**config.mk**
```make
export PLATFORM = sky130hd
export DESIGN_NAME = pool_engine
export DESIGN_NICKNAME = d
export VERILOG_FILES = /design/src/source/pool_pkg.sv /design/src/source/pool_engine.sv /design/src/source/result_serializer.sv /design/src/source/pool_lanes.sv /design/src/source/atom_deserializer.sv /design/src/source/layer_control.sv
export SDC_FILE = /design/constraint.sdc
export NUM_CORES = 2
export LEC_CHECK = 0
export ABC_AREA = 1
export BUFFER_PORTS_ARGS = -buffer_cell sky130_fd_sc_hd__buf_2
export CAP_MARGIN = 20
export CORE_UTILIZATION = 55
export CTS_BUF_LIST = sky130_fd_sc_hd__clkbuf_8
export CTS_CLUSTER_SIZE = 28
export DETAILED_ROUTE_END_ITERATION = 16
export PLACE_DENSITY = 0.74
export SLEW_MARGIN = 20
export SYNTH_ARGS = -nofsm -noshare
export SYNTH_HDL_FRONTEND = slang
export SYNTH_HIERARCHICAL = 1
export SYNTH_SLANG_ARGS = --single-unit
```
**constraint.sdc**
```tcl
create_clock -name clk -period 67.6 [get_ports clk]
set_clock_uncertainty 0.1 [all_clocks]
set_input_delay 13.52 -clock clk [delete_from_list [all_inputs] [get_ports clk]]
set_output_delay 13.52 -clock clk [all_outputs]
set_load 0.005 [all_outputs]
```
**src/source/pool_pkg.sv**
```systemverilog
`default_nettype none

package pool_pkg;

	// Data path widths
	localparam int WORD_W          = 16;
	localparam int MAX_WINDOW_LOG2 = 3;   // Windows of 1, 2, 4 or 8 atoms
	localparam int WINDOW_LOG2_W   = 2;
	localparam int WINDOWS_W       = 16;  // Result atoms per layer

	// One channel value as delivered by the DMA
	typedef logic signed [WORD_W-1:0] word_t;

	// Lane sum over the largest window, wide enough for 8 full-scale words
	typedef logic signed [WORD_W+MAX_WINDOW_LOG2-1:0] acc_t;

	// Opcodes, same encoding as the engine command word
	typedef enum logic [2:0] {
		OP_MAXPOOL = 3'd2,
		OP_AVEPOOL = 3'd3
	} pool_op_e;

	// Engine state as reported on o_state
	typedef enum logic [3:0] {
		ST_INIT   = 4'd0,
		ST_IDLE   = 4'd1,
		ST_BUSY   = 4'd2,
		ST_FINISH = 4'd3
	} engine_state_e;

	// Layer settings, sampled on the start strobe
	typedef struct packed {
		pool_op_e                 op;
		logic [WINDOW_LOG2_W-1:0] window_log2;  // Window size is 2**window_log2
		logic [WINDOWS_W-1:0]     windows;      // Number of result atoms
	} layer_cfg_t;

endpackage

`default_nettype wire
```
**src/source/pool_engine.sv**
```systemverilog
`timescale 1ns/1ps
`default_nettype none

module pool_engine #(
	parameter int BURST_LEN = 16  // Channel lanes per atom
) (
	input  logic                                 clk,
	input  logic                                 rst,
	// Layer command
	input  logic                                 i_engine_valid,
	input  pool_pkg::pool_op_e                   i_op,
	input  logic [pool_pkg::WINDOW_LOG2_W-1:0]   i_window_log2,
	input  logic [pool_pkg::WINDOWS_W-1:0]       i_windows,
	// DMA read port
	input  pool_pkg::word_t                      i_dma_p2_ob_data,
	input  logic                                 i_dma_p2_ob_we,
	output logic                                 o_dma_p2_reads_en,
	// DMA write port
	output logic                                 o_dma_p0_writes_en,
	output pool_pkg::word_t                      o_dma_p0_ib_data,
	// Status
	output logic                                 o_engine_ready,
	output pool_pkg::engine_state_e              o_state
);
	import pool_pkg::*;

	layer_cfg_t            cfg_in;      // Command fields gathered for sampling
	layer_cfg_t            cfg;         // Sampled layer settings
	logic                  start;
	word_t [BURST_LEN-1:0] atom;
	logic                  atom_valid;
	word_t [BURST_LEN-1:0] result;
	logic                  result_valid;
	logic                  last_word;

	assign cfg_in = '{op: i_op, window_log2: i_window_log2, windows: i_windows};

	layer_control layer_control_i (
		.clk            (clk),
		.rst            (rst),
		.i_engine_valid (i_engine_valid),
		.i_cfg          (cfg_in),
		.i_atom_valid   (atom_valid),
		.i_last_word    (last_word),
		.o_cfg          (cfg),
		.o_start        (start),
		.o_reads_en     (o_dma_p2_reads_en),
		.o_engine_ready (o_engine_ready),
		.o_state        (o_state)
	);

	// Words to atoms
	atom_deserializer #(.BURST_LEN(BURST_LEN)) atom_deserializer_i (
		.clk          (clk),
		.rst          (rst),
		.i_start      (start),
		.i_data       (i_dma_p2_ob_data),
		.i_we         (i_dma_p2_ob_we),
		.o_atom       (atom),
		.o_atom_valid (atom_valid)
	);

	// Atoms to one result atom per window
	pool_lanes #(.BURST_LEN(BURST_LEN)) pool_lanes_i (
		.clk            (clk),
		.rst            (rst),
		.i_start        (start),
		.i_cfg          (cfg),
		.i_atom         (atom),
		.i_atom_valid   (atom_valid),
		.o_result       (result),
		.o_result_valid (result_valid)
	);

	// Result atom back to words
	result_serializer #(.BURST_LEN(BURST_LEN)) result_serializer_i (
		.clk            (clk),
		.rst            (rst),
		.i_result       (result),
		.i_result_valid (result_valid),
		.o_writes_en    (o_dma_p0_writes_en),
		.o_data         (o_dma_p0_ib_data),
		.o_last_word    (last_word)
	);

endmodule

`default_nettype wire

```
**src/source/result_serializer.sv**
```systemverilog
`timescale 1ns/1ps
`default_nettype none

module result_serializer #(
	parameter int BURST_LEN = 16
) (
	input  logic                            clk,
	input  logic                            rst,
	input  pool_pkg::word_t [BURST_LEN-1:0] i_result,
	input  logic                            i_result_valid,
	output logic                            o_writes_en,   // One pulse per written word
	output pool_pkg::word_t                 o_data,
	output logic                            o_last_word
);
	import pool_pkg::*;

	localparam int LANE_W = $clog2(BURST_LEN);

	word_t [BURST_LEN-1:0] shift_q;  // Result atom, lane 0 at the bottom
	logic [LANE_W-1:0]     lane;     // Lane being written
	logic                  active;

	assign o_writes_en = active;
	assign o_data      = shift_q[0];
	assign o_last_word = active && (lane == LANE_W'(BURST_LEN - 1));

	always_ff @(posedge clk or posedge rst) begin
		if (rst) begin
			active <= 1'b0;
			lane   <= '0;
		end else begin
			if (i_result_valid) begin
				active <= 1'b1;  // Writes start on the next cycle
				lane   <= '0;
			end else if (active) begin
				if (o_last_word) begin
					active <= 1'b0;
					lane   <= '0;
				end else begin
					lane <= lane + 1'b1;
				end
			end
		end
	end

	// Latch the atom, then move the next lane down every write
	always_ff @(posedge clk) begin
		if (i_result_valid) begin
			shift_q <= i_result;
		end else if (active) begin
			shift_q <= {WORD_W'(0), shift_q[BURST_LEN-1:1]};
		end
	end

endmodule

`default_nettype wire

```
**src/source/pool_lanes.sv**
```systemverilog
`timescale 1ns/1ps
`default_nettype none

module pool_lanes #(
	parameter int BURST_LEN = 16
) (
	input  logic                            clk,
	input  logic                            rst,
	input  logic                            i_start,
	input  pool_pkg::layer_cfg_t            i_cfg,
	input  pool_pkg::word_t [BURST_LEN-1:0] i_atom,
	input  logic                            i_atom_valid,
	output pool_pkg::word_t [BURST_LEN-1:0] o_result,
	output logic                            o_result_valid
);
	import pool_pkg::*;

	logic [MAX_WINDOW_LOG2-1:0] win_cnt;   // Atom index inside the current window
	logic [MAX_WINDOW_LOG2-1:0] win_end;   // Index of the last atom of a window
	logic                       win_first;
	logic                       win_last;

	word_t [BURST_LEN-1:0] max_q;  // Running maximum per lane
	word_t [BURST_LEN-1:0] max_d;
	acc_t  [BURST_LEN-1:0] sum_q;  // Running sum per lane
	acc_t  [BURST_LEN-1:0] sum_d;
	acc_t  [BURST_LEN-1:0] avg;    // Floor average of the finished window

	assign win_end   = MAX_WINDOW_LOG2'((1 << i_cfg.window_log2) - 1);
	assign win_first = (win_cnt == '0);
	assign win_last  = (win_cnt == win_end);

	// Next lane values, seeded by the first atom of a window
	always_comb begin
		for (int l = 0; l < BURST_LEN; l++) begin
			if (win_first || (i_atom[l] > max_q[l])) begin
				max_d[l] = i_atom[l];
			end else begin
				max_d[l] = max_q[l];
			end

			if (win_first) begin
				sum_d[l] = acc_t'(i_atom[l]);  // Sign extended
			end else begin
				sum_d[l] = sum_q[l] + acc_t'(i_atom[l]);
			end

			// Arithmetic shift rounds toward minus infinity
			avg[l] = sum_d[l] >>> i_cfg.window_log2;
		end
	end

	always_ff @(posedge clk or posedge rst) begin
		if (rst) begin
			win_cnt        <= '0;
			o_result_valid <= 1'b0;
		end else begin
			o_result_valid <= i_atom_valid && win_last;  // One cycle after the window's last atom
			if (i_start) begin
				win_cnt <= '0;
			end else if (i_atom_valid) begin
				if (win_last) begin
					win_cnt <= '0;  // Windows never overlap
				end else begin
					win_cnt <= win_cnt + 1'b1;
				end
			end
		end
	end

	// Lane accumulators and result atom
	always_ff @(posedge clk) begin
		if (i_atom_valid) begin
			max_q <= max_d;
			sum_q <= sum_d;
			if (win_last) begin
				for (int l = 0; l < BURST_LEN; l++) begin
					if (i_cfg.op == OP_AVEPOOL) begin
						o_result[l] <= avg[l][WORD_W-1:0];  // Average always fits a word
					end else begin
						o_result[l] <= max_d[l];
					end
				end
			end
		end
	end

endmodule

`default_nettype wire

```
**src/source/atom_deserializer.sv**
```systemverilog
`timescale 1ns/1ps
`default_nettype none

module atom_deserializer #(
	parameter int BURST_LEN = 16
) (
	input  logic                            clk,
	input  logic                            rst,
	input  logic                            i_start,       // Layer start, clears the burst count
	input  pool_pkg::word_t                 i_data,
	input  logic                            i_we,          // DMA data strobe
	output pool_pkg::word_t [BURST_LEN-1:0] o_atom,
	output logic                            o_atom_valid
);

	localparam int CNT_W = $clog2(BURST_LEN);

	logic [CNT_W-1:0] burst_cnt;
	logic [CNT_W-1:0] cnt_base;    // Count as seen this cycle, after a start clear
	logic             burst_done;

	// Start and a strobe may meet in the IDLE cycle
	assign cnt_base   = i_start ? '0 : burst_cnt;
	assign burst_done = i_we && (cnt_base == CNT_W'(BURST_LEN - 1));

	always_ff @(posedge clk or posedge rst) begin
		if (rst) begin
			burst_cnt    <= '0;
			o_atom_valid <= 1'b0;
		end else begin
			o_atom_valid <= burst_done;  // One cycle after the last word of the atom
			if (burst_done) begin
				burst_cnt <= '0;
			end else if (i_we) begin
				burst_cnt <= cnt_base + 1'b1;
			end else begin
				burst_cnt <= cnt_base;
			end
		end
	end

	// New word enters at the top lane and walks down
	// After BURST_LEN strobes the first word sits in lane 0
	always_ff @(posedge clk) begin
		if (i_we) begin
			o_atom <= {i_data, o_atom[BURST_LEN-1:1]};
		end
	end

endmodule

`default_nettype wire

```
**src/source/layer_control.sv**
```systemverilog
`timescale 1ns/1ps
`default_nettype none

module layer_control (
	input  logic                    clk,
	input  logic                    rst,
	input  logic                    i_engine_valid,  // Start strobe
	input  pool_pkg::layer_cfg_t    i_cfg,
	input  logic                    i_atom_valid,    // One atom deserialized
	input  logic                    i_last_word,     // Last word of a result atom written
	output pool_pkg::layer_cfg_t    o_cfg,
	output logic                    o_start,
	output logic                    o_reads_en,
	output logic                    o_engine_ready,
	output pool_pkg::engine_state_e o_state
);
	import pool_pkg::*;

	// Total atom count needs room for the window shift
	localparam int ATOM_W = WINDOWS_W + MAX_WINDOW_LOG2;

	engine_state_e          state;
	layer_cfg_t             cfg_q;
	logic [ATOM_W-1:0]      atom_cnt;    // Atoms received so far
	logic [ATOM_W-1:0]      atom_total;  // windows * 2**window_log2
	logic [WINDOWS_W-1:0]   win_cnt;     // Result atoms written so far
	logic                   reads_q;
	logic                   atoms_done;
	logic                   windows_done;

	assign atom_total = ATOM_W'(cfg_q.windows) << cfg_q.window_log2;

	// Last atom of the layer arriving now
	assign atoms_done   = i_atom_valid && (atom_cnt + 1'b1 == atom_total);
	assign windows_done = i_last_word && (win_cnt + 1'b1 == cfg_q.windows);

	assign o_cfg          = cfg_q;
	assign o_start        = (state == ST_IDLE);    // Single cycle, clears the pipeline counters
	assign o_reads_en     = reads_q;
	assign o_engine_ready = (state == ST_FINISH);  // Held until the next start
	assign o_state        = state;

	always_ff @(posedge clk or posedge rst) begin
		if (rst) begin
			state    <= ST_INIT;
			cfg_q    <= '0;
			atom_cnt <= '0;
			win_cnt  <= '0;
			reads_q  <= 1'b0;
		end else begin
			case (state)
				ST_INIT, ST_FINISH: begin
					if (i_engine_valid) begin
						cfg_q    <= i_cfg;  // Layer settings fixed from here on
						atom_cnt <= '0;
						win_cnt  <= '0;
						reads_q  <= 1'b1;   // Read request goes up with the IDLE cycle
						state    <= ST_IDLE;
					end
				end
				ST_IDLE: begin
					state <= ST_BUSY;
				end
				ST_BUSY: begin
					// Input side, stop requesting once every atom is in
					if (i_atom_valid) begin
						atom_cnt <= atom_cnt + 1'b1;
					end
					if (atoms_done) begin
						reads_q <= 1'b0;
					end

					// Output side, layer ends with the final write-back
					if (i_last_word) begin
						win_cnt <= win_cnt + 1'b1;
					end
					if (windows_done) begin
						state <= ST_FINISH;
					end
				end
				default: begin
					state   <= ST_INIT;  // Unused codes fall back to INIT
					reads_q <= 1'b0;
				end
			endcase
		end
	end

endmodule

`default_nettype wire

```
* Word-level counts from Yosys, hierarchy flattened *
Cells that the tools add are included.

storage, ports and cells
  flip-flop bits (word level) = 1403
  input bits = 41
  output and inout port bits = 23
  word-level logic and storage cells = 271

cells by class
  add/subtract/negate cells = 22
  magnitude comparators = 16
  equality and inequality tests = 14
  shift operators = 18
  muxes and demuxes = 74
  bitwise gates (word level) = 1
  reduce and logical (&&, ||, !) cells = 33

operators by type and width
  kind                                                    count
  2-to-1 mux 16 bit                                       34
  2-to-1 mux 256 bit                                      2
  2-to-1 mux 19 bit                                       18
  adder 19 x 16 -> 19 bit                                 16
  >>> shifter 19 x 2 -> 16 bit                            16
  > comparator 16 bit                                     16
  one-hot mux 19 bit (2 select lines)                     1
  2-to-1 mux 4 bit                                        8
  one-hot mux 16 bit (2 select lines)                     1
  adder 19 x 1 -> 19 bit (second input constant)          1
  equality test 19 bit                                    1
  << shifter 16 x 2 -> 19 bit                             1
  adder 16 x 1 -> 16 bit (second input constant)          1
  equality test 16 bit                                    1
  logical OR 1 bit                                        16
  one-hot mux 4 bit (3 select lines)                      1
  2-to-1 mux 3 bit                                        3
  AND reduction 3 bit                                     3
  adder 4 x 1 -> 4 bit (second input constant)            2
  equality test 4 x 2 -> 1 bit (second input constant)    2
  equality test 4 bit (second input constant)             2
  inequality test 2 x 1 -> 1 bit (second input constant)  4
  AND reduction 2 bit                                     3
  nonzero test 2 bit                                      3
  other kinds (14)                                        22

* Depth between registers and ports, before layout *
  depth in word-level cells = 6
  gate-level depth with buffers = 20
  mapped depth without buffers = 18

* By module *
Netlist, hierarchy kept.

modules (own cells, without submodules)
  module             times used  cells an instance  area an instance (µm²)  seq. area each (µm²)
  pool_lanes         1           9136               65445.3                 24603.6
  result_serializer  1           1110               11283.3                 7812.5
  atom_deserializer  1           282                7927.6                  7812.5
  layer_control      1           675                4285.4                  1476.4

* Least setup slack after synthesis *
OpenSTA, ideal clock, no wires.

  path kind = reg2reg
  start point = reg atom_deserializer_i.o_atom_valid
  end point = reg pool_lanes_i.o_result_valid
  setup time = 1.233 ns
  data arrival time = 23.230 ns
  data required time = 66.267 ns
  setup slack = 43.036 ns
  stages on the path, launching flop included = 3
  path buffers = 0
  period minus slack after synthesis = 24.564 ns
  path through = dfrtp_1 > inv_1 > nor2_1

between the ends
  word-level cells in the longest chain between the ends = 1

RTL lines
  item                    RTL line                 RTL
  from (decl)             atom_deserializer.sv:13  output logic o_atom_valid
  from (signal assigned)  atom_deserializer.sv:31  o_atom_valid <= burst_done;
  logical AND 1 bit       pool_lanes.sv:58         o_result_valid <= i_atom_valid && win_last;
  to (signal assigned)    pool_lanes.sv:58
  to (decl)               pool_lanes.sv:14         output logic o_result_valid

No other way between the ends.
A chain may end at the register's enable or synchronous reset.

* Worst setup path after layout *
  start point = reg layer_control_i.state[0], in the netlist layer_control_i/o_state[0]
  end point = out o_engine_ready

between the ends
  word-level cells in the longest chain between the ends = 1

RTL lines
  item                          RTL line             RTL
  from (decl)                   layer_control.sv:22  engine_state_e state;
  from (signal assigned)        layer_control.sv:45  state <= ST_INIT;
  from (signal assigned)        layer_control.sv:58  state <= ST_IDLE;
  from (signal assigned)        layer_control.sv:62  state <= ST_BUSY;
  equality test 4 x 2 -> 1 bit  layer_control.sv:40  assign o_engine_ready = (state == ST_FINISH);
  to (decl)                     pool_engine.sv:22    output logic o_engine_ready,

No other way between the ends.

==> impl_metrics.sql <==
INSERT INTO impl_metrics (metric_group, metric, value, unit) VALUES
('synthesis', 'yosysWarnings', '6', ''),
('detailed_routing', 'detail_route.drc_violations', '0', ''),
('grt', 'grt_usage', '0.299', ''),
('critical_path', 'timing.critical_path.fanout_max', '6', ''),
('synthesis', 'synthDistinctLibCells', '50', ''),
('cts', 'postCtsSetupBuffers', '0', ''),
('detailed_routing', 'vias_per_cell', '5.62', ''),
('critical_path', 'worst_ep_arrival_time', '1.78', 'ns'),
('cts', 'number_of_buffers_on_the_longest_clock_path', '3', ''),
('critical_path', 'crit_path_launch_type', 'register', ''),
('critical_path', 'worst_setup_path_end_kind', 'output port', ''),
('synthesis', 'post_synth_most_frequent_cells', 'sky130_fd_sc_hd__nand2_1 (4,198), sky130_fd_sc_hd__nand3_1 (1,417), sky130_fd_sc_hd__edfxtp_1 (1,328), sky130_fd_sc_hd__inv_1 (1,235), sky130_fd_sc_hd__ha_1 (553)', ''),
('pwr', 'cell_pwr_density', '32.4', 'mW/mm^2'),
('detailed_routing', 'routedWlPerCell', '18.3', 'um'),
('timing', 'fmax', '64.9', 'MHz'),
('worst_hold_path', 'hold_path_class', 'register to register', ''),
('pwr', 'power.share.clock', '0.252', ''),
('grt', 'via_count_of_the_first_global_routing_pass', '72400', ''),
('floorplan', 'design.die.area', '0.163', 'mm^2'),
('grt', 'grt_max_degree', '160', ''),
('cts', 'postCtsHoldBufs', '0', ''),
('placement', 'dpl.hpwl', '170000', 'um'),
('timing', 'tightestPinTransition', '1.11', 'ns'),
('detailed_routing', 'totalWireLength', '248000', 'um'),
('synthesis', 'synth_ff_type', 'sky130_fd_sc_hd__edfxtp_1', ''),
('cts', 'worst_setup_hold_path_clk_slew', '0.06', 'ns'),
('critical_path', 'path_class', 'register to output port', ''),
('floorplan', 'pin_count', '64', ''),
('floorplan', 'floorplan.die.height', '404', 'um'),
('detailed_routing', 'num_vias', '76100', ''),
('placement', 'globalplace.congestion', '0.939', ''),
('synthesis', 'synthArstFlopShare', '0.0521', ''),
('cts', 'clkLatencyLatePin', '1.02', 'ns'),
('synthesis', 'netlist_top_cells_area', 'sky130_fd_sc_hd__edfxtp_1 (45%), sky130_fd_sc_hd__nand2_1 (18%), sky130_fd_sc_hd__nand3_1 (8.0%)', ''),
('timing', 'timing.final.max_slew_violations', '0', ''),
('floorplan', 'die_width', '404', 'um'),
('final_layout', 'flow.area_growth_from_synthesis', '7.29', '%'),
('final_layout', 'drive_gt1_frac', '0.0503', ''),
('synthesis', 'yosys.cell_count.top_type', 'sky130_fd_sc_hd__nand2_1', ''),
('final_layout', 'final_util', '0.594', ''),
('synthesis', 'syn-cell-area', '0.0889', 'mm^2'),
('synthesis', 'synth.area.mux_share', '0.00297', ''),
('cts', 'cts_tree', 'done', ''),
('detailed_routing', 'dr.first_iter.drc_count', '7575', ''),
('pwr', 'power.internal', '1.87', 'mW'),
('synthesis', 'synthXorXnorAreaFrac', '0.00498', ''),
('outcome', 'run_status', 'finished, final reports clean', ''),
('grt', 'number_of_antenna_violations_at_the_first_check_in_global_routing', '3', ''),
('detailed_routing', 'first_pass_iters', '8', ''),
('cts', 'clock-sinks', '1401', ''),
('floorplan', 'effective_utilization_at_floorplan', '0.554', ''),
('pwr', 'power.ir.vdd_worst', '0.0365', 'mV'),
('final_layout', 'finalNetCount', '11800', ''),
('cts', 'clock-root-buffer', 'sky130_fd_sc_hd__clkbuf_8', ''),
('critical_path', 'worst_r2r_path_depth', '12', ''),
('cts', 'clock_tree.htree_level_count', '4', ''),
('timing', 'max-slew-margin-rel', '0.260', ''),
('pwr', 'power_leakage', '44.8', 'nW'),
('timing', 'finalSetupTns', '0', 'ns'),
('critical_path', 'timing.critical_path.required', '53.98', 'ns'),
('synthesis', 'synth_sequential_area_ratio', '0.469', ''),
('timing', 'timing_hold_violations_final', '0', ''),
('cts', 'cts_resized', '0', ''),
('pwr', 'power_switching_share', '0.397', ''),
('floorplan', 'num_rows', '147', ''),
('synthesis', 'yosys.area.top_type', 'sky130_fd_sc_hd__edfxtp_1', ''),
('synthesis', 'synth-adder-area-share', '0.0814', ''),
('worst_hold_path', 'hold_end', 'result_serializer_i/shift_q[240]$_SDFFCE_PN0P_', ''),
('timing', 'report.final.setup_viol', '0', ''),
('worst_hold_path', 'min_from', 'pool_lanes_i/o_result[240]$_DFFE_PP_', ''),
('timing', 'rsz_0062_raised_after_global_routing', 'no', '');
[state kept, by name, summed over array words and instances, names as in the netlist, 2 cells and up]
register and cells:
pool_lanes_i/sum_q 304, atom_deserializer_i/o_atom 256, pool_lanes_i/max_q 256, pool_lanes_i/o_result 256
result_serializer_i/shift_q 240, layer_control_i/o_cfg 21, layer_control_i/atom_cnt 19, layer_control_i/win_cnt 16
result_serializer_i/o_data 16, atom_deserializer_i/burst_cnt 4, result_serializer_i/lane 4, pool_lanes_i/win_cnt 3
layer_control_i/o_state 2
[metal layers]
metal  GRT usage  share of wire
met5           0       0.000048
met4       0.113          0.035
met2       0.500           0.47
met3      0.0391          0.074
met1       0.397           0.42
[cell families (layout without fill, tap and decap cells)]
| kind of cell | after synthesis | count (layout) |
|---|---|---|
| AND/OR/NAND/NOR | 6553 | 6553 |
| buffers and inverters | 1617 | 1796 |
| flip-flops | 1401 | 1401 |
| AO/OA/AOI/OAI | 987 | 987 |
| adder cells (fa/ha/maj) | 569 | 569 |
| XOR/XNOR | 49 | 49 |
| multiplexers | 26 | 26 |
| other | 1 | 4 |
[worst max path at each step]
| stage | from | end | slack (ns) | depth (start not counted) |
|---|---|---|---|---|
| 2_1_floorplan | atom_deserializer_i/o_atom_valid$_DFF_PP0_ | pool_lanes_i/o_result_valid$_DFF_PP0_ | 43.04 | 2 |
| 3_3_place_gp | i_dma_p2_ob_we | atom_deserializer_i/o_atom[144]$_DFFE_PP_ | 51.43 | 3 |
| 3_5_place_dp | i_dma_p2_ob_we | atom_deserializer_i/o_atom[144]$_DFFE_PP_ | 51.38 | 3 |
| 4_1_cts | layer_control_i/o_state[0]$_DFFE_PP0P_ | o_engine_ready | 52.11 | 2 |
| 5_1_grt | layer_control_i/o_state[0]$_DFFE_PP0P_ | o_engine_ready | 52.13 | 2 |
| 6_report | layer_control_i/o_state[0]$_DFFE_PP0P_ | o_engine_ready | 52.20 | 2 |
[cells in the final DEF (no fill, tap or decap), types with 48 or more instances in the layout]
master	netlist	layout
sky130_fd_sc_hd__nand2_1	4198	4197
sky130_fd_sc_hd__nand3_1	1417	1417
sky130_fd_sc_hd__edfxtp_1	1328	1328
sky130_fd_sc_hd__inv_1	1235	1274
sky130_fd_sc_hd__ha_1	553	553
sky130_fd_sc_hd__nor2_1	492	487
sky130_fd_sc_hd__o21ai_0	439	439
sky130_fd_sc_hd__a21oi_1	384	384
sky130_fd_sc_hd__clkbuf_8	0	232
sky130_fd_sc_hd__and2_1	156	156
sky130_fd_sc_hd__nor3_1	85	85
sky130_fd_sc_hd__dfrtp_1	73	69
sky130_fd_sc_hd__clkinv_1	0	69
sky130_fd_sc_hd__nand3b_1	68	68
sky130_fd_sc_hd__or2_2	68	68
sky130_fd_sc_hd__buf_2	126	60
sky130_fd_sc_hd__clkinv_2	0	51
sky130_fd_sc_hd__buf_4	39	49
sky130_fd_sc_hd__o22ai_1	48	48
[worst max-delay path: stages (launching register included)]
cell and delay [ns]:
sky130_fd_sc_hd__dfrtp_1 0.44, sky130_fd_sc_hd__ha_1 0.22, sky130_fd_sc_hd__buf_2 0.12
[per-stage QoR]
step                      cell area [um^2]  instances  total power [mW]  setup slack, ns
after global routing                 95400      13500              3.29            52.13
final                                95400      13500              3.09            52.20
after floorplan                      88900      11200              2.06            43.04
after global placement               90600      13100              2.27            51.43
after detailed placement             90600      13100              2.30            51.38
after CTS                            95400      13500              3.08            52.11
[power by group through the flow]
stage               sequential [mW]  combinational [mW]  clock, mW
detailed placement             1.18                1.12          0
CTS                            1.17                1.12      0.790
finish                         1.17                1.15      0.781
global route                   1.17                1.29      0.829
global placement               1.18                1.09          0
floorplan                      1.21               0.847          0
[area by class of cell]
cell class                 instances  area (um^2)
fill                           14300        65100
inverter                        1243         4710
antenna                            2         5.00
clock inverter                   206         1590
multi-input combinational       8186        40700
tap                             2160         2700
timing repair buffer             115          774
clock buffer                     232         3190
sequential                      1401        41700
Power figures use the tool's default switching activity.
